--- src/design/rwm_isa_pkg.sv ---
package rwm_isa_pkg;

	// bits 17, 16 and 14 of the instruction word are reserved
	localparam int INST_WIDTH = 20;
	localparam int INST_RET_BIT = 19;
	localparam int INST_RNW_BIT = 18;
	localparam int INST_JUMP_BIT = 15;
	localparam int INST_LOOP_SEL_BIT = 13;
	localparam int INST_AC_LSB = 7;
	localparam int INST_DO_LSB = 3;
	localparam int INST_DM_LSB = 0;

	localparam int NUM_LOOPS = 2;

	typedef logic [INST_WIDTH-1:0] inst_t;
	typedef logic [6:0] pc_t;
	typedef logic [5:0] ac_addr_t;
	typedef logic [7:0] loop_cnt_t;
	typedef logic [3:0] cmd_code_t;
	typedef logic [31:0] host_data_t;
	typedef logic [11:0] host_addr_t;

	// host command code sits in address bits 11..8
	localparam int CMD_CODE_LSB = 8;
	localparam cmd_code_t CMD_RUN = 4'd0;
	localparam cmd_code_t CMD_LOAD_CNTR = 4'd2;
	localparam cmd_code_t CMD_LOAD_JUMP = 4'd3;
	localparam cmd_code_t CMD_CLEAR_ERR = 4'd4;
	localparam cmd_code_t CMD_SET_CS_MASK = 4'd5;
	localparam cmd_code_t CMD_WRITE_INST = 4'd6;
	localparam cmd_code_t CMD_WRITE_AC = 4'd7;

	localparam int ADDR_LOOPBACK_BIT = 7;

	localparam host_addr_t ADDR_STATUS_ERR = 12'd0;
	localparam host_addr_t ADDR_STATUS_PC = 12'd1;

	typedef enum logic [1:0] {
		IDLE,
		RUNNING,
		READING,
		DONE
	} cmd_state_t;

endpackage

--- src/design/rwm_phy_pkg.sv ---
package rwm_phy_pkg;

	localparam int AFI_RATIO = 2;
	localparam int DQ_WIDTH = 8;
	// two data words per AFI phase
	localparam int WORDS = 2 * AFI_RATIO;
	localparam int AC_BUS_WIDTH = 24;
	localparam int CS_BITS = AFI_RATIO;
	localparam int NUM_RANKS = 2;
	localparam int CHK_QUEUE_DEPTH = 4;

	typedef logic [WORDS*DQ_WIDTH-1:0] wdata_t;
	typedef logic [WORDS-1:0] dm_t;
	typedef logic [DQ_WIDTH-1:0] err_word_t;
	typedef logic [AC_BUS_WIDTH-1:0] ac_bus_t;
	// chip select per phase rides above the address/command bus
	typedef logic [AC_BUS_WIDTH+CS_BITS-1:0] ac_word_t;
	typedef logic [NUM_RANKS-1:0] cs_mask_t;
	// phase-major, rank-minor
	typedef logic [CS_BITS*NUM_RANKS-1:0] cs_bus_t;
	typedef logic [WORDS-1:0] do_code_t;
	typedef logic [2:0] dm_code_t;

	// each data word is all ones or all zeros, picked by one code bit
	function automatic wdata_t do_pattern(input do_code_t code);
		wdata_t data;
		for (int w = 0; w < WORDS; w++) begin
			data[w*DQ_WIDTH +: DQ_WIDTH] = {DQ_WIDTH{code[w]}};
		end
		return data;
	endfunction

	// the mask is a thermometer whose code says how many words are masked
	function automatic dm_t dm_pattern(input dm_code_t code);
		dm_t mask;
		for (int w = 0; w < WORDS; w++) begin
			mask[w] = (int'(code) > w);
		end
		return mask;
	endfunction

endpackage

--- src/design/rwm_host_frontend.sv ---
`timescale 1ns/100ps

module rwm_host_frontend (
	input  logic                     afi_clk,
	input  logic                     afi_reset_n,
	input  rwm_isa_pkg::host_addr_t  host_addr_i,
	input  rwm_isa_pkg::host_data_t  host_wdata_i,
	input  logic                     cmd_write_i,
	input  logic                     cmd_read_i,
	input  logic                     ret_seen_i,
	input  rwm_isa_pkg::pc_t         pc_i,
	input  rwm_phy_pkg::err_word_t   err_word_i,
	output logic                     cmd_done_o,
	output rwm_isa_pkg::host_data_t  host_rdata_o,
	output logic                     run_start_o,
	output rwm_isa_pkg::pc_t         run_addr_o,
	output logic                     cntr_load_o,
	output logic                     jump_load_o,
	output logic                     load_sel_o,
	output rwm_isa_pkg::loop_cnt_t   load_value_o,
	output logic                     inst_wr_o,
	output logic                     ac_wr_o,
	output rwm_isa_pkg::pc_t         wr_addr_o,
	output rwm_isa_pkg::host_data_t  wr_data_o,
	output rwm_phy_pkg::cs_mask_t    cs_mask_o,
	output logic                     clear_err_o,
	output logic                     loopback_o
);

	rwm_isa_pkg::host_addr_t addr_r;
	rwm_isa_pkg::host_data_t wdata_r;
	logic cmd_write_r;
	logic cmd_read_r;
	rwm_isa_pkg::cmd_state_t state;
	rwm_isa_pkg::cmd_code_t cmd_code;
	logic write_accept;
	logic set_cs_mask;
	rwm_phy_pkg::cs_mask_t cs_mask_q;
	logic loopback_q;

	always_ff @(posedge afi_clk or negedge afi_reset_n) begin
		if (!afi_reset_n) begin
			cmd_write_r <= 1'b0;
			cmd_read_r <= 1'b0;
		end else begin
			cmd_write_r <= cmd_write_i;
			cmd_read_r <= cmd_read_i;
		end
	end

	always_ff @(posedge afi_clk) begin
		addr_r <= host_addr_i;
		wdata_r <= host_wdata_i;
	end

	assign cmd_code = addr_r[rwm_isa_pkg::CMD_CODE_LSB +: $bits(rwm_isa_pkg::cmd_code_t)];

	// commands are only acted on once, in the cycle the FSM leaves IDLE
	assign write_accept = cmd_write_r && (state == rwm_isa_pkg::IDLE);

	assign run_start_o = write_accept && (cmd_code == rwm_isa_pkg::CMD_RUN);
	assign cntr_load_o = write_accept && (cmd_code == rwm_isa_pkg::CMD_LOAD_CNTR);
	assign jump_load_o = write_accept && (cmd_code == rwm_isa_pkg::CMD_LOAD_JUMP);
	assign clear_err_o = write_accept && (cmd_code == rwm_isa_pkg::CMD_CLEAR_ERR);
	assign set_cs_mask = write_accept && (cmd_code == rwm_isa_pkg::CMD_SET_CS_MASK);
	assign inst_wr_o = write_accept && (cmd_code == rwm_isa_pkg::CMD_WRITE_INST);
	assign ac_wr_o = write_accept && (cmd_code == rwm_isa_pkg::CMD_WRITE_AC);

	assign run_addr_o = wdata_r[$bits(rwm_isa_pkg::pc_t)-1:0];
	assign load_sel_o = addr_r[0];
	assign load_value_o = wdata_r[$bits(rwm_isa_pkg::loop_cnt_t)-1:0];
	assign wr_addr_o = addr_r[$bits(rwm_isa_pkg::pc_t)-1:0];
	assign wr_data_o = wdata_r;

	always_ff @(posedge afi_clk or negedge afi_reset_n) begin
		if (!afi_reset_n) begin
			state <= rwm_isa_pkg::IDLE;
			cs_mask_q <= '0;
			loopback_q <= 1'b0;
		end else begin
			if (set_cs_mask) begin
				cs_mask_q <= wdata_r[$bits(rwm_phy_pkg::cs_mask_t)-1:0];
			end
			case (state)
				rwm_isa_pkg::IDLE: begin
					if (run_start_o) begin
						state <= rwm_isa_pkg::RUNNING;
						loopback_q <= addr_r[rwm_isa_pkg::ADDR_LOOPBACK_BIT];
					end else if (cmd_read_i) begin
						// address is registered by the time READING is left
						state <= rwm_isa_pkg::READING;
					end else if (write_accept) begin
						state <= rwm_isa_pkg::DONE;
					end
				end
				rwm_isa_pkg::RUNNING: begin
					if (ret_seen_i) begin
						state <= rwm_isa_pkg::DONE;
					end
				end
				rwm_isa_pkg::READING: begin
					state <= rwm_isa_pkg::DONE;
				end
				rwm_isa_pkg::DONE: begin
					if (!cmd_write_r && !cmd_read_r) begin
						state <= rwm_isa_pkg::IDLE;
					end
				end
				default: begin
					state <= rwm_isa_pkg::IDLE;
				end
			endcase
		end
	end

	assign cmd_done_o = (state == rwm_isa_pkg::DONE);
	assign cs_mask_o = cs_mask_q;
	assign loopback_o = loopback_q;

	always_comb begin
		host_rdata_o = '0;
		if (addr_r == rwm_isa_pkg::ADDR_STATUS_ERR) begin
			host_rdata_o = rwm_isa_pkg::host_data_t'(err_word_i);
		end else if (addr_r == rwm_isa_pkg::ADDR_STATUS_PC) begin
			host_rdata_o = rwm_isa_pkg::host_data_t'(pc_i);
		end
	end

endmodule

--- src/design/rwm_sequencer.sv ---
`timescale 1ns/100ps

module rwm_sequencer (
	input  logic                    afi_clk,
	input  logic                    afi_reset_n,
	input  logic                    run_start_i,
	input  rwm_isa_pkg::pc_t        run_addr_i,
	input  logic                    cntr_load_i,
	input  logic                    jump_load_i,
	input  logic                    load_sel_i,
	input  rwm_isa_pkg::loop_cnt_t  load_value_i,
	input  logic                    inst_wr_i,
	input  rwm_isa_pkg::pc_t        wr_addr_i,
	input  rwm_isa_pkg::inst_t      wr_data_i,
	output logic                    op_valid_o,
	output rwm_isa_pkg::inst_t      op_o,
	output logic                    ret_seen_o,
	output rwm_isa_pkg::pc_t        pc_o
);

	rwm_isa_pkg::inst_t inst_mem [2**$bits(rwm_isa_pkg::pc_t)];
	rwm_isa_pkg::inst_t op_q;
	rwm_isa_pkg::pc_t pc_q;
	rwm_isa_pkg::pc_t next_pc;
	logic running;
	rwm_isa_pkg::pc_t loop_ptr [rwm_isa_pkg::NUM_LOOPS];
	rwm_isa_pkg::loop_cnt_t loop_init [rwm_isa_pkg::NUM_LOOPS];
	rwm_isa_pkg::loop_cnt_t loop_cnt [rwm_isa_pkg::NUM_LOOPS];
	logic op_ret;
	logic op_jump;
	logic loop_sel;
	logic jump_taken;

	assign op_ret = running && op_q[rwm_isa_pkg::INST_RET_BIT];
	assign op_jump = running && op_q[rwm_isa_pkg::INST_JUMP_BIT];
	assign loop_sel = op_q[rwm_isa_pkg::INST_LOOP_SEL_BIT];

	// a zero counter falls through, so the body runs count+1 times
	assign jump_taken = op_jump && (loop_cnt[loop_sel] != '0);

	always_comb begin
		if (run_start_i) begin
			next_pc = run_addr_i;
		end else if (jump_taken) begin
			next_pc = loop_ptr[loop_sel];
		end else if (op_ret || !running) begin
			next_pc = pc_q;
		end else begin
			next_pc = pc_q + 1'b1;
		end
	end

	// the fetch address is next_pc, so op always matches pc
	always_ff @(posedge afi_clk) begin
		if (inst_wr_i) begin
			inst_mem[wr_addr_i] <= wr_data_i;
		end
		op_q <= inst_mem[next_pc];
	end

	always_ff @(posedge afi_clk or negedge afi_reset_n) begin
		if (!afi_reset_n) begin
			pc_q <= '0;
			running <= 1'b0;
			for (int l = 0; l < rwm_isa_pkg::NUM_LOOPS; l++) begin
				loop_ptr[l] <= '0;
				loop_init[l] <= '0;
				loop_cnt[l] <= '0;
			end
		end else begin
			pc_q <= next_pc;
			if (run_start_i) begin
				running <= 1'b1;
			end else if (op_ret) begin
				running <= 1'b0;
			end
			for (int l = 0; l < rwm_isa_pkg::NUM_LOOPS; l++) begin
				if (cntr_load_i && (load_sel_i == 1'(l))) begin
					loop_init[l] <= load_value_i;
					loop_cnt[l] <= load_value_i;
				end else if (op_jump && (loop_sel == 1'(l))) begin
					loop_cnt[l] <= jump_taken ? loop_cnt[l] - 1'b1 : loop_init[l];
				end
				if (jump_load_i && (load_sel_i == 1'(l))) begin
					loop_ptr[l] <= load_value_i[$bits(rwm_isa_pkg::pc_t)-1:0];
				end
			end
		end
	end

	assign op_valid_o = running;
	assign op_o = op_q;
	assign ret_seen_o = op_ret;
	assign pc_o = pc_q;

endmodule

--- src/design/rwm_pattern_gen.sv ---
`timescale 1ns/100ps

module rwm_pattern_gen (
	input  logic                    afi_clk,
	input  logic                    afi_reset_n,
	input  logic                    op_valid_i,
	input  rwm_isa_pkg::inst_t      op_i,
	input  logic                    ac_wr_i,
	input  rwm_isa_pkg::ac_addr_t   wr_addr_i,
	input  rwm_phy_pkg::ac_word_t   wr_data_i,
	input  rwm_phy_pkg::cs_mask_t   cs_mask_i,
	output rwm_phy_pkg::wdata_t     afi_wdata_o,
	output rwm_phy_pkg::dm_t        afi_dm_o,
	output rwm_phy_pkg::ac_bus_t    ac_bus_o,
	output rwm_phy_pkg::cs_bus_t    cs_bus_o,
	output logic                    wr_beat_o
);

	rwm_phy_pkg::ac_word_t ac_mem [2**$bits(rwm_isa_pkg::ac_addr_t)];
	rwm_isa_pkg::ac_addr_t ac_idx;
	rwm_phy_pkg::ac_word_t ac_word;
	rwm_phy_pkg::do_code_t do_code;
	rwm_phy_pkg::dm_code_t dm_code;
	rwm_phy_pkg::cs_bus_t cs_next;

	assign ac_idx = op_i[rwm_isa_pkg::INST_AC_LSB +: $bits(rwm_isa_pkg::ac_addr_t)];
	assign do_code = op_i[rwm_isa_pkg::INST_DO_LSB +: $bits(rwm_phy_pkg::do_code_t)];
	assign dm_code = op_i[rwm_isa_pkg::INST_DM_LSB +: $bits(rwm_phy_pkg::dm_code_t)];
	assign ac_word = ac_mem[ac_idx];

	always_ff @(posedge afi_clk) begin
		if (ac_wr_i) begin
			ac_mem[wr_addr_i] <= wr_data_i;
		end
	end

	// a masked rank keeps its chip select high in every phase
	always_comb begin
		for (int p = 0; p < rwm_phy_pkg::CS_BITS; p++) begin
			for (int r = 0; r < rwm_phy_pkg::NUM_RANKS; r++) begin
				cs_next[p*rwm_phy_pkg::NUM_RANKS + r] =
					ac_word[rwm_phy_pkg::AC_BUS_WIDTH + p] | cs_mask_i[r];
			end
		end
	end

	always_ff @(posedge afi_clk or negedge afi_reset_n) begin
		if (!afi_reset_n) begin
			cs_bus_o <= '1;
			wr_beat_o <= 1'b0;
		end else begin
			cs_bus_o <= op_valid_i ? cs_next : '1;
			wr_beat_o <= op_valid_i && op_i[rwm_isa_pkg::INST_RNW_BIT];
		end
	end

	always_ff @(posedge afi_clk) begin
		if (op_valid_i) begin
			afi_wdata_o <= rwm_phy_pkg::do_pattern(do_code);
			afi_dm_o <= rwm_phy_pkg::dm_pattern(dm_code);
			ac_bus_o <= ac_word[rwm_phy_pkg::AC_BUS_WIDTH-1:0];
		end else begin
			afi_wdata_o <= '0;
			afi_dm_o <= '0;
			ac_bus_o <= '0;
		end
	end

endmodule

--- src/design/rwm_read_checker.sv ---
`timescale 1ns/100ps

module rwm_read_checker (
	input  logic                    afi_clk,
	input  logic                    afi_reset_n,
	input  logic                    op_valid_i,
	input  rwm_isa_pkg::inst_t      op_i,
	input  rwm_phy_pkg::wdata_t     rdata_i,
	input  logic                    rdata_valid_i,
	input  logic                    clear_err_i,
	output rwm_phy_pkg::err_word_t  err_word_o
);

	rwm_phy_pkg::do_code_t code_q [rwm_phy_pkg::CHK_QUEUE_DEPTH];
	logic [$clog2(rwm_phy_pkg::CHK_QUEUE_DEPTH)-1:0] wr_ptr;
	logic [$clog2(rwm_phy_pkg::CHK_QUEUE_DEPTH)-1:0] rd_ptr;
	logic [$clog2(rwm_phy_pkg::CHK_QUEUE_DEPTH):0] count;
	logic push;
	logic pop;
	rwm_phy_pkg::wdata_t expected;
	rwm_phy_pkg::wdata_t diff;
	rwm_phy_pkg::err_word_t mismatch;
	rwm_phy_pkg::err_word_t err_q;

	// pushes into a full queue are lost, beats on an empty one ignored
	assign push = op_valid_i && op_i[rwm_isa_pkg::INST_RNW_BIT] &&
		(count != rwm_phy_pkg::CHK_QUEUE_DEPTH);
	assign pop = rdata_valid_i && (count != '0);

	assign expected = rwm_phy_pkg::do_pattern(code_q[rd_ptr]);
	assign diff = rdata_i ^ expected;

	// a DQ is in error if any of its words differs
	always_comb begin
		mismatch = '0;
		for (int b = 0; b < rwm_phy_pkg::DQ_WIDTH; b++) begin
			for (int w = 0; w < rwm_phy_pkg::WORDS; w++) begin
				mismatch[b] |= diff[w*rwm_phy_pkg::DQ_WIDTH + b];
			end
		end
	end

	always_ff @(posedge afi_clk) begin
		if (push) begin
			code_q[wr_ptr] <= op_i[rwm_isa_pkg::INST_DO_LSB +: $bits(rwm_phy_pkg::do_code_t)];
		end
	end

	always_ff @(posedge afi_clk or negedge afi_reset_n) begin
		if (!afi_reset_n) begin
			wr_ptr <= '0;
			rd_ptr <= '0;
			count <= '0;
			err_q <= '0;
		end else if (clear_err_i) begin
			wr_ptr <= '0;
			rd_ptr <= '0;
			count <= '0;
			err_q <= '0;
		end else begin
			if (push) begin
				wr_ptr <= wr_ptr + 1'b1;
			end
			if (pop) begin
				rd_ptr <= rd_ptr + 1'b1;
				err_q <= err_q | mismatch;
			end
			case ({push, pop})
				2'b10: count <= count + 1'b1;
				2'b01: count <= count - 1'b1;
				default: count <= count;
			endcase
		end
	end

	assign err_word_o = err_q;

endmodule

--- src/design/rwm_core.sv ---
`timescale 1ns/100ps

module rwm_core (
	input  logic                     afi_clk,
	input  logic                     afi_reset_n,
	input  rwm_isa_pkg::host_addr_t  host_addr_i,
	input  rwm_isa_pkg::host_data_t  host_wdata_i,
	input  logic                     cmd_write_i,
	input  logic                     cmd_read_i,
	input  rwm_phy_pkg::wdata_t      afi_rdata_i,
	input  logic                     afi_rdata_valid_i,
	output rwm_isa_pkg::host_data_t  host_rdata_o,
	output logic                     cmd_done_o,
	output rwm_phy_pkg::wdata_t      afi_wdata_o,
	output rwm_phy_pkg::dm_t         afi_dm_o,
	output rwm_phy_pkg::ac_bus_t     ac_bus_o,
	output rwm_phy_pkg::cs_bus_t     cs_bus_o
);

	logic run_start;
	rwm_isa_pkg::pc_t run_addr;
	logic cntr_load;
	logic jump_load;
	logic load_sel;
	rwm_isa_pkg::loop_cnt_t load_value;
	logic inst_wr;
	logic ac_wr;
	rwm_isa_pkg::pc_t wr_addr;
	rwm_isa_pkg::host_data_t wr_data;
	rwm_phy_pkg::cs_mask_t cs_mask;
	logic clear_err;
	logic loopback;
	logic ret_seen;
	rwm_isa_pkg::pc_t pc;
	rwm_phy_pkg::err_word_t err_word;
	logic op_valid;
	rwm_isa_pkg::inst_t op;
	rwm_phy_pkg::wdata_t wdata;
	logic wr_beat;
	rwm_phy_pkg::wdata_t chk_rdata;
	logic chk_valid;

	rwm_host_frontend u_frontend (
		.afi_clk(afi_clk), .afi_reset_n(afi_reset_n),
		.host_addr_i(host_addr_i), .host_wdata_i(host_wdata_i),
		.cmd_write_i(cmd_write_i), .cmd_read_i(cmd_read_i),
		.ret_seen_i(ret_seen), .pc_i(pc), .err_word_i(err_word),
		.cmd_done_o(cmd_done_o), .host_rdata_o(host_rdata_o),
		.run_start_o(run_start), .run_addr_o(run_addr),
		.cntr_load_o(cntr_load), .jump_load_o(jump_load),
		.load_sel_o(load_sel), .load_value_o(load_value),
		.inst_wr_o(inst_wr), .ac_wr_o(ac_wr),
		.wr_addr_o(wr_addr), .wr_data_o(wr_data),
		.cs_mask_o(cs_mask), .clear_err_o(clear_err), .loopback_o(loopback)
	);

	rwm_sequencer u_sequencer (
		.afi_clk(afi_clk), .afi_reset_n(afi_reset_n),
		.run_start_i(run_start), .run_addr_i(run_addr),
		.cntr_load_i(cntr_load), .jump_load_i(jump_load),
		.load_sel_i(load_sel), .load_value_i(load_value),
		.inst_wr_i(inst_wr), .wr_addr_i(wr_addr),
		.wr_data_i(wr_data[$bits(rwm_isa_pkg::inst_t)-1:0]),
		.op_valid_o(op_valid), .op_o(op), .ret_seen_o(ret_seen), .pc_o(pc)
	);

	rwm_pattern_gen u_pattern_gen (
		.afi_clk(afi_clk), .afi_reset_n(afi_reset_n),
		.op_valid_i(op_valid), .op_i(op), .ac_wr_i(ac_wr),
		.wr_addr_i(wr_addr[$bits(rwm_isa_pkg::ac_addr_t)-1:0]),
		.wr_data_i(wr_data[$bits(rwm_phy_pkg::ac_word_t)-1:0]),
		.cs_mask_i(cs_mask), .afi_wdata_o(wdata), .afi_dm_o(afi_dm_o),
		.ac_bus_o(ac_bus_o), .cs_bus_o(cs_bus_o), .wr_beat_o(wr_beat)
	);

	// loopback checks the write data stream against its own pattern
	assign chk_rdata = loopback ? wdata : afi_rdata_i;
	assign chk_valid = loopback ? wr_beat : afi_rdata_valid_i;

	rwm_read_checker u_read_checker (
		.afi_clk(afi_clk), .afi_reset_n(afi_reset_n),
		.op_valid_i(op_valid), .op_i(op),
		.rdata_i(chk_rdata), .rdata_valid_i(chk_valid),
		.clear_err_i(clear_err), .err_word_o(err_word)
	);

	assign afi_wdata_o = wdata;

endmodule

--- config.mk ---
export PLATFORM = sky130hd
export DESIGN_NAME = rwm_core
export DESIGN_NICKNAME = d
export VERILOG_FILES = /design/src/design/rwm_isa_pkg.sv /design/src/design/rwm_phy_pkg.sv /design/src/design/rwm_host_frontend.sv /design/src/design/rwm_sequencer.sv /design/src/design/rwm_pattern_gen.sv /design/src/design/rwm_read_checker.sv /design/src/design/rwm_core.sv
export SDC_FILE = /design/constraint.sdc
export NUM_CORES = 2
export LEC_CHECK = 0
export BUFFER_PORTS_ARGS = -buffer_cell sky130_fd_sc_hd__clkbuf_2
export CAP_MARGIN = 20
export CORE_UTILIZATION = 25
export CTS_CLUSTER_SIZE = 8
export DETAILED_ROUTE_END_ITERATION = 10
export MAX_ROUTING_LAYER = met4
export PLACE_DENSITY = 0.45
export SYNTH_ARGS = -nofsm -noshare
export SYNTH_HDL_FRONTEND = slang
export SYNTH_HIERARCHICAL = 1
export SYNTH_MEMORY_MAX_BITS = 65536
export SYNTH_SLANG_ARGS = --single-unit
--- constraint.sdc ---
create_clock -name afi_clk -period 4.85 [get_ports afi_clk]
set_clock_uncertainty 0.2 [all_clocks]
set_input_delay 0.7275 -clock afi_clk [delete_from_list [all_inputs] [get_ports afi_clk]]
set_output_delay 0.7275 -clock afi_clk [all_outputs]
set_load 0.005 [all_outputs]
After elaboration in Yosys (flattened, before gate mapping)
Memory sizes are Yosys's and may differ from the RTL's. A register that Yosys moved wholly into a read port is not among the register bits.
Index checks and enable logic that the tools add are counted.
{"block": "op_classes", "n_mux": 42, "n_eq_ne": 16, "add_sub_neg": 7, "bitwise": 33, "n_lt_le_gt_ge": 5, "reduce_logical": 38}
{"operator": "8-bit two-way mux", "n": 11}
{"operator": "32-bit two-way mux", "n": 2}
{"operator": "7-bit two-way mux", "n": 7}
{"operator": "32-bit XOR", "n": 1}
{"operator": "1-bit bitwise OR", "n": 28}
{"operator": "1-bit logical AND", "n": 21}
{"operator": "2-bit two-way mux", "n": 9}
{"operator": "4-bit by 3-bit == test with 1-bit output (second input constant)", "n": 4}
{"operator": "8-bit by 1-bit subtractor with 8-bit output (second input constant)", "n": 2}
{"operator": "12-bit by 1-bit == test with 1-bit output (second input constant)", "n": 1}
{"operator": "12-bit logical NOT", "n": 1}
{"operator": "2-bit nonzero test", "n": 5}
{"operator": "1-bit two-way mux", "n": 9}
{"operator": "4-bit by 2-bit == test with 1-bit output (second input constant)", "n": 2}
{"operator": "8-bit bitwise OR", "n": 1}
{"operator": "2-bit one-hot mux with 4 select lines", "n": 1}
{"operator": "8-bit nonzero test", "n": 1}
{"operator": "7-bit by 1-bit adder with 7-bit output (second input constant)", "n": 1}
{"operator": "2-bit == test (second input constant)", "n": 3}
{"operator": "3-bit by 1-bit > comparator with 1-bit output (second input constant)", "n": 2}
{"operator": "3-bit by 2-bit > comparator with 1-bit output (second input constant)", "n": 2}
{"operator": "3-bit one-hot mux with 2 select lines", "n": 1}
{"operator": "3-bit nonzero test", "n": 2}
{"operator": "2-bit by 1-bit adder with 2-bit output (second input constant)", "n": 2}
{"operator": "17 further kinds", "n": 22}
{"block": "word_totals", "mem_count": 3, "out_inout_bits": 97, "ramBits": 4240, "ff_bits": 172, "input_bits": 81, "word_cells": 168}
{"memory": "u_sequencer.inst_mem", "depth": 128, "width": 20, "rd": 1, "rd_ports_with_merged_regs": 1, "write_ports": 1, "line": "rwm_sequencer.sv:21", "text": "rwm_isa_pkg::inst_t inst_mem [2**$bits(rwm_isa_pkg::pc_t)];"}
{"memory": "u_pattern_gen.ac_mem", "depth": 64, "width": 26, "rd": 1, "rd_ports_with_merged_regs": 0, "write_ports": 1, "line": "rwm_pattern_gen.sv:19", "text": "rwm_phy_pkg::ac_word_t ac_mem [2**$bits(rwm_isa_pkg::ac_addr_t)];"}
{"memory": "u_read_checker.code_q", "depth": 4, "width": 4, "rd": 1, "rd_ports_with_merged_regs": 0, "write_ports": 1, "line": "rwm_read_checker.sv:14", "text": "rwm_phy_pkg::do_code_t code_q [rwm_phy_pkg::CHK_QUEUE_DEPTH];"}

Depth between registers and ports, before layout
{"block": "depth", "depth_word": 9, "depth_mapped": 20, "mapped_depth_nobuf": 14}

Modules after synthesis
Netlist, hierarchy kept.
{"module": "rwm_sequencer", "instances": 1, "cells_each": 7029, "area_each_um2": 102450.8, "seq_area_each_um2": 78625.4}
{"module": "rwm_pattern_gen", "instances": 1, "cells_each": 2785, "area_each_um2": 64853.4, "seq_area_each_um2": 50738.7}
{"module": "rwm_host_frontend", "instances": 1, "cells_each": 148, "area_each_um2": 1794.2, "seq_area_each_um2": 1056.0}
{"module": "rwm_read_checker", "instances": 1, "cells_each": 140, "area_each_um2": 1711.6, "seq_area_each_um2": 855.8}
{"module": "rwm_core", "instances": 1, "cells_each": 37, "area_each_um2": 555.5, "seq_area_each_um2": 0.0}

Worst setup path after synthesis
OpenSTA, ideal clock, no wires.
{"block": "synth_timing", "path_type": "register to register", "start": "register u_frontend.state[0]", "end": "register u_sequencer.op_q[2] (netlist: u_sequencer/op_o[2]), read port of u_sequencer.inst_mem", "path_buffers": 6, "path_slack_ns": 0.874, "synth_period_minus_slack_ns": 3.976, "t_arrival_ns": 3.685, "stages_incl_launch_ff": 17, "t_required_ns": 4.559, "path_cell_list": "dfrtp_1 inv_1 ha_1 nand4bb_2 nor3_2 buf_2 buf_1 a211oi_1 nand2b_1 inv_1 buf_2 buf_2 clkbuf_1 clkbuf_1 a311oi_1 a2111oi_0 nor4bb_1"}
{"block": "synth_via", "elab_chain_cells": 4}
{"element": "from (decl)", "line": "rwm_host_frontend.sv:34", "text": "rwm_isa_pkg::cmd_state_t state;"}
{"element": "from (signal assigned)", "line": "rwm_host_frontend.sv:77", "text": "state <= rwm_isa_pkg::IDLE;"}
{"element": "from (signal assigned)", "line": "rwm_host_frontend.sv:87", "text": "state <= rwm_isa_pkg::RUNNING;"}
{"element": "from (signal assigned)", "line": "rwm_host_frontend.sv:91", "text": "state <= rwm_isa_pkg::READING;"}
{"element": "2-bit logical NOT", "line": "rwm_host_frontend.sv:59", "text": "assign write_accept = cmd_write_r && (state == rwm_isa_pkg::IDLE);"}
{"element": "1-bit logical AND", "line": "rwm_host_frontend.sv:59"}
{"element": "1-bit logical AND", "line": "rwm_host_frontend.sv:61", "text": "assign run_start_o = write_accept && (cmd_code == rwm_isa_pkg::CMD_RUN);"}
{"element": "net run_start", "line": "rwm_core.sv:20", "text": "logic run_start;"}
{"element": "7-bit two-way mux", "line": "rwm_sequencer.sv:42", "text": "if (run_start_i) begin"}
{"element": "to (decl)", "line": "rwm_sequencer.sv:22", "text": "rwm_isa_pkg::inst_t op_q;"}
The timed path passes the listed nets, and every way through them passes these cells.
A chain may end at the register's enable or synchronous reset.

Worst setup path in the final report
{"block": "layout_timing", "start": "register u_frontend.state[1]", "end": "register u_sequencer.op_q[13] (netlist: u_sequencer/op_o[13]), read port of u_sequencer.inst_mem"}
The elaborated chain is that of the path after synthesis.

==> results.sh <==
export IMPL_dieHeight_um=794.0
export IMPL_criticalPathCategory="flop to flop"
export IMPL_cts_tree="done"
export IMPL_initial_core_util_pct=25.13
export IMPL_post_drt_wl_per_cell_um=27.53
export IMPL_rsz0062_at_grt="yes"
export IMPL_routabilityCongestion=0.8821
export IMPL_final_antenna_net_count=0
export IMPL_worstSetupStartpointType="flop"
export IMPL_timing_setup_tns_ns=-0.007906
export IMPL_grt_antenna_before_repair=30
export IMPL_dr_pass1_iters=6
export IMPL_violations="setup timing"
export IMPL_clock_latency_ns=1.06
export IMPL_cp_max_fo=22
export IMPL_final_max_slew_viol_count=0
export IMPL_syn2layout_area_growth_pct=21.49
export IMPL_clk_pin_slew_ns=0.05
export IMPL_fin_ws_ns=-0.007906
export IMPL_grt_usage_pct=16.24
export IMPL_yosys_warnings=6
export IMPL_drt_drc_violations_left=0
export IMPL_tightest_slew_ns=1.107
export IMPL_numCtsBuffers=574
export IMPL_fp_dieW_um=794.0
export IMPL_drv_cap=0
export IMPL_cts_max_level=6
export IMPL_grt_pass1_vias=90960
export IMPL_place_inst=17910
export IMPL_dp_slack_ns=-0.3966
export IMPL_fillers=61210
export IMPL_p_leak_nw=62.52
export IMPL_period_minus_slack_ns=4.858
export IMPL_drt_initial_drc_count=9513
export IMPL_io_pins=178
export IMPL_syn_avg_cell_area_um2=16.95
export IMPL_fin_cells=18770
export IMPL_rows=290
export IMPL_netlist_area_um2=156800
export IMPL_multiInputGateArea_um2=34340
export IMPL_cts_buffer_depth=4
export IMPL_finalHoldViolCount=0
export IMPL_synth_cells=9250
export IMPL_num_nets_final=10330
export IMPL_cts_root_buf="clkbuf_16"
export IMPL_peakVddDrop_v=0.0003522
export IMPL_die_area_um2=630400
export IMPL_period_share_pct=100.2
export IMPL_finalSetupViolCount=1
export IMPL_powerDensity_nw_per_um2=561.0
export IMPL_fmax_mhz=205.9
export IMPL_seqCellArea_um2=119700
export IMPL_arrival_ns=5.65
export IMPL_drt_wl_total_mm=516.8
export IMPL_grt_pass1_wl_mm=718.4
export IMPL_stdcell_area_um2=190500
export IMPL_grt_overflow_total=0
export IMPL_dp_hpwl_mm=316.8
export IMPL_worstPathRequired_ns=5.64
export IMPL_drive_gt1_share_pct=23.54
export IMPL_vias=90730
export IMPL_port_buffers=147
export IMPL_place_area_um2=173700
export IMPL_crit_path_end_kind="flop"
export IMPL_via_per_inst=4.833
export IMPL_status="complete, but fails checks"
export IMPL_cts_sinks=4024
export IMPL_hold_path_class="primary input to flop"
export IMPL_slew_headroom_pct=26.17
export IMPL_grt_max_degree=137
export IMPL_power_mw=106.9
export IMPL_core_um2=624100
==> registers in the layout, summed over array words and instances (netlist names), 2 cells and up <==
name                       flops
u_read_checker/wr_ptr          2
u_read_checker/count           3
u_frontend/wr_data_o          26
u_frontend/cs_mask_o           2
u_pattern_gen/cs_bus_o         4
u_pattern_gen/afi_dm_o         4
u_frontend/addr_r             12
u_sequencer/loop_ptr          14
u_sequencer/op_o              17
u_read_checker/code_q         16
u_pattern_gen/afi_wdata_o      4
u_read_checker/err_word_o      8
u_read_checker/rd_ptr          2
u_pattern_gen/ac_bus_o        24
u_sequencer/inst_mem        2176
u_sequencer/loop_init         16
u_sequencer/pc_o               7
u_frontend/state               2
u_sequencer/loop_cnt          16
u_pattern_gen/ac_mem        1664
==> worst paths after layout <==
path / startpoint / depth (start not counted) / slack (ns) / to
setup / recovery: u_frontend/state[1]$_DFFE_PN0P_ / 18 / -0.008 / u_sequencer/op_o[13]$_DFF_P_
hold / removal: afi_rdata_i[14] / 5 / 0.09 / u_read_checker/err_word_o[6]$_DFFE_PN0P_
setup reg to reg: u_frontend/state[1]$_DFFE_PN0P_ / 18 / -0.008 / u_sequencer/op_o[13]$_DFF_P_
hold reg to reg: u_sequencer/loop_init[7]$_DFFE_PN0P_ / 2 / 0.27 / u_sequencer/loop_init[7]$_DFFE_PN0P_
max in group asynchronous: afi_reset_n / 3 / 3.27 / u_pattern_gen/cs_bus_o[0]$_DFF_PN1_
min in group asynchronous: afi_reset_n / 2 / 0.15 / u_frontend/cmd_read_r$_DFF_PN0_
==> layout by cell type (no fill, tap or decap), types with 125 or more instances in the layout <==
master     instances
edfxtp_1        3856
nand2_1         1229
buf_4            749
clkbuf_16        589
a21oi_1          536
mux4_2           440
nand3_1          388
mux2i_1          297
clkbuf_2         147
o21ai_0          146
buf_12           144
clkbuf_1         138
a221oi_1         127
a22oi_1          125
==> power breakdown <==
group          internal, mW  switching, mW  total [mW]
Sequential             38.5          0.845        39.3
Combinational          11.7           19.5        31.2
Clock                  21.8           14.6        36.4
Total                  71.9           35.0         107
==> metrics by stage <==
| stage | util, % | hold WS [ns] |
|---|---|---|
| after floorplan | - | 0.2271 |
| after global placement | 27.82 | 0.2453 |
| after detailed placement | 27.82 | 0.2595 |
| after CTS | 30.47 | 0.002801 |
| after global routing | 30.52 | 0.07784 |
| final | 30.52 | 0.08796 |
==> worst max-delay path: stages, from the launching register on <==
cell	delay [ns]
dfrtp_1	0.38
inv_1	0.12
ha_1	0.21
nand4bb_2	0.17
nor3_4	0.19
buf_12	0.21
nor2b_1	0.16
or3_4	0.39
clkinv_16	0.19
buf_12	0.23
buf_4	0.23
nor2_4	0.30
buf_12	0.21
a22oi_1	0.11
o211ai_1	0.17
buf_4	0.17
nand4_1	0.44
nor3_4	0.45
buf_4	0.16
==> timing repair <==
item	in CTS	in global routing
endpoints found under the setup margin	3	9
hold buffers	54	0
setup buffers	0	14
hold endpoints to repair	109	0
gates cloned	0	3
pin swaps	5	8
resized for setup	5	13
==> per-layer routing <==
metal | GRT usage, % | wire length, um | vias to the layer above
met3 | 2.257 | 32110 | 738
met5 | - | 0 | -
met4 | 4.558 | 15360 | 0
li1 | - | - | 38300
met1 | 21.77 | 223900 | 48320
met2 | 25.86 | 245400 | 3369
==> area by class of cell <==
cell class	count	share of cell area (%)
Timing Repair Buffer	1100	5.198
Clock buffer	726	7.990
Inverter	35	0.1025
Tap cell	8322	5.466
Antenna cell	16	0.02102
Multi-Input combinational cell	4502	18.02
Clock inverter	47	0.3829
Sequential cell	4024	62.81
Timing Repair inverter	1	0.005911
Note: power is estimated with default switching activity, not from simulation.
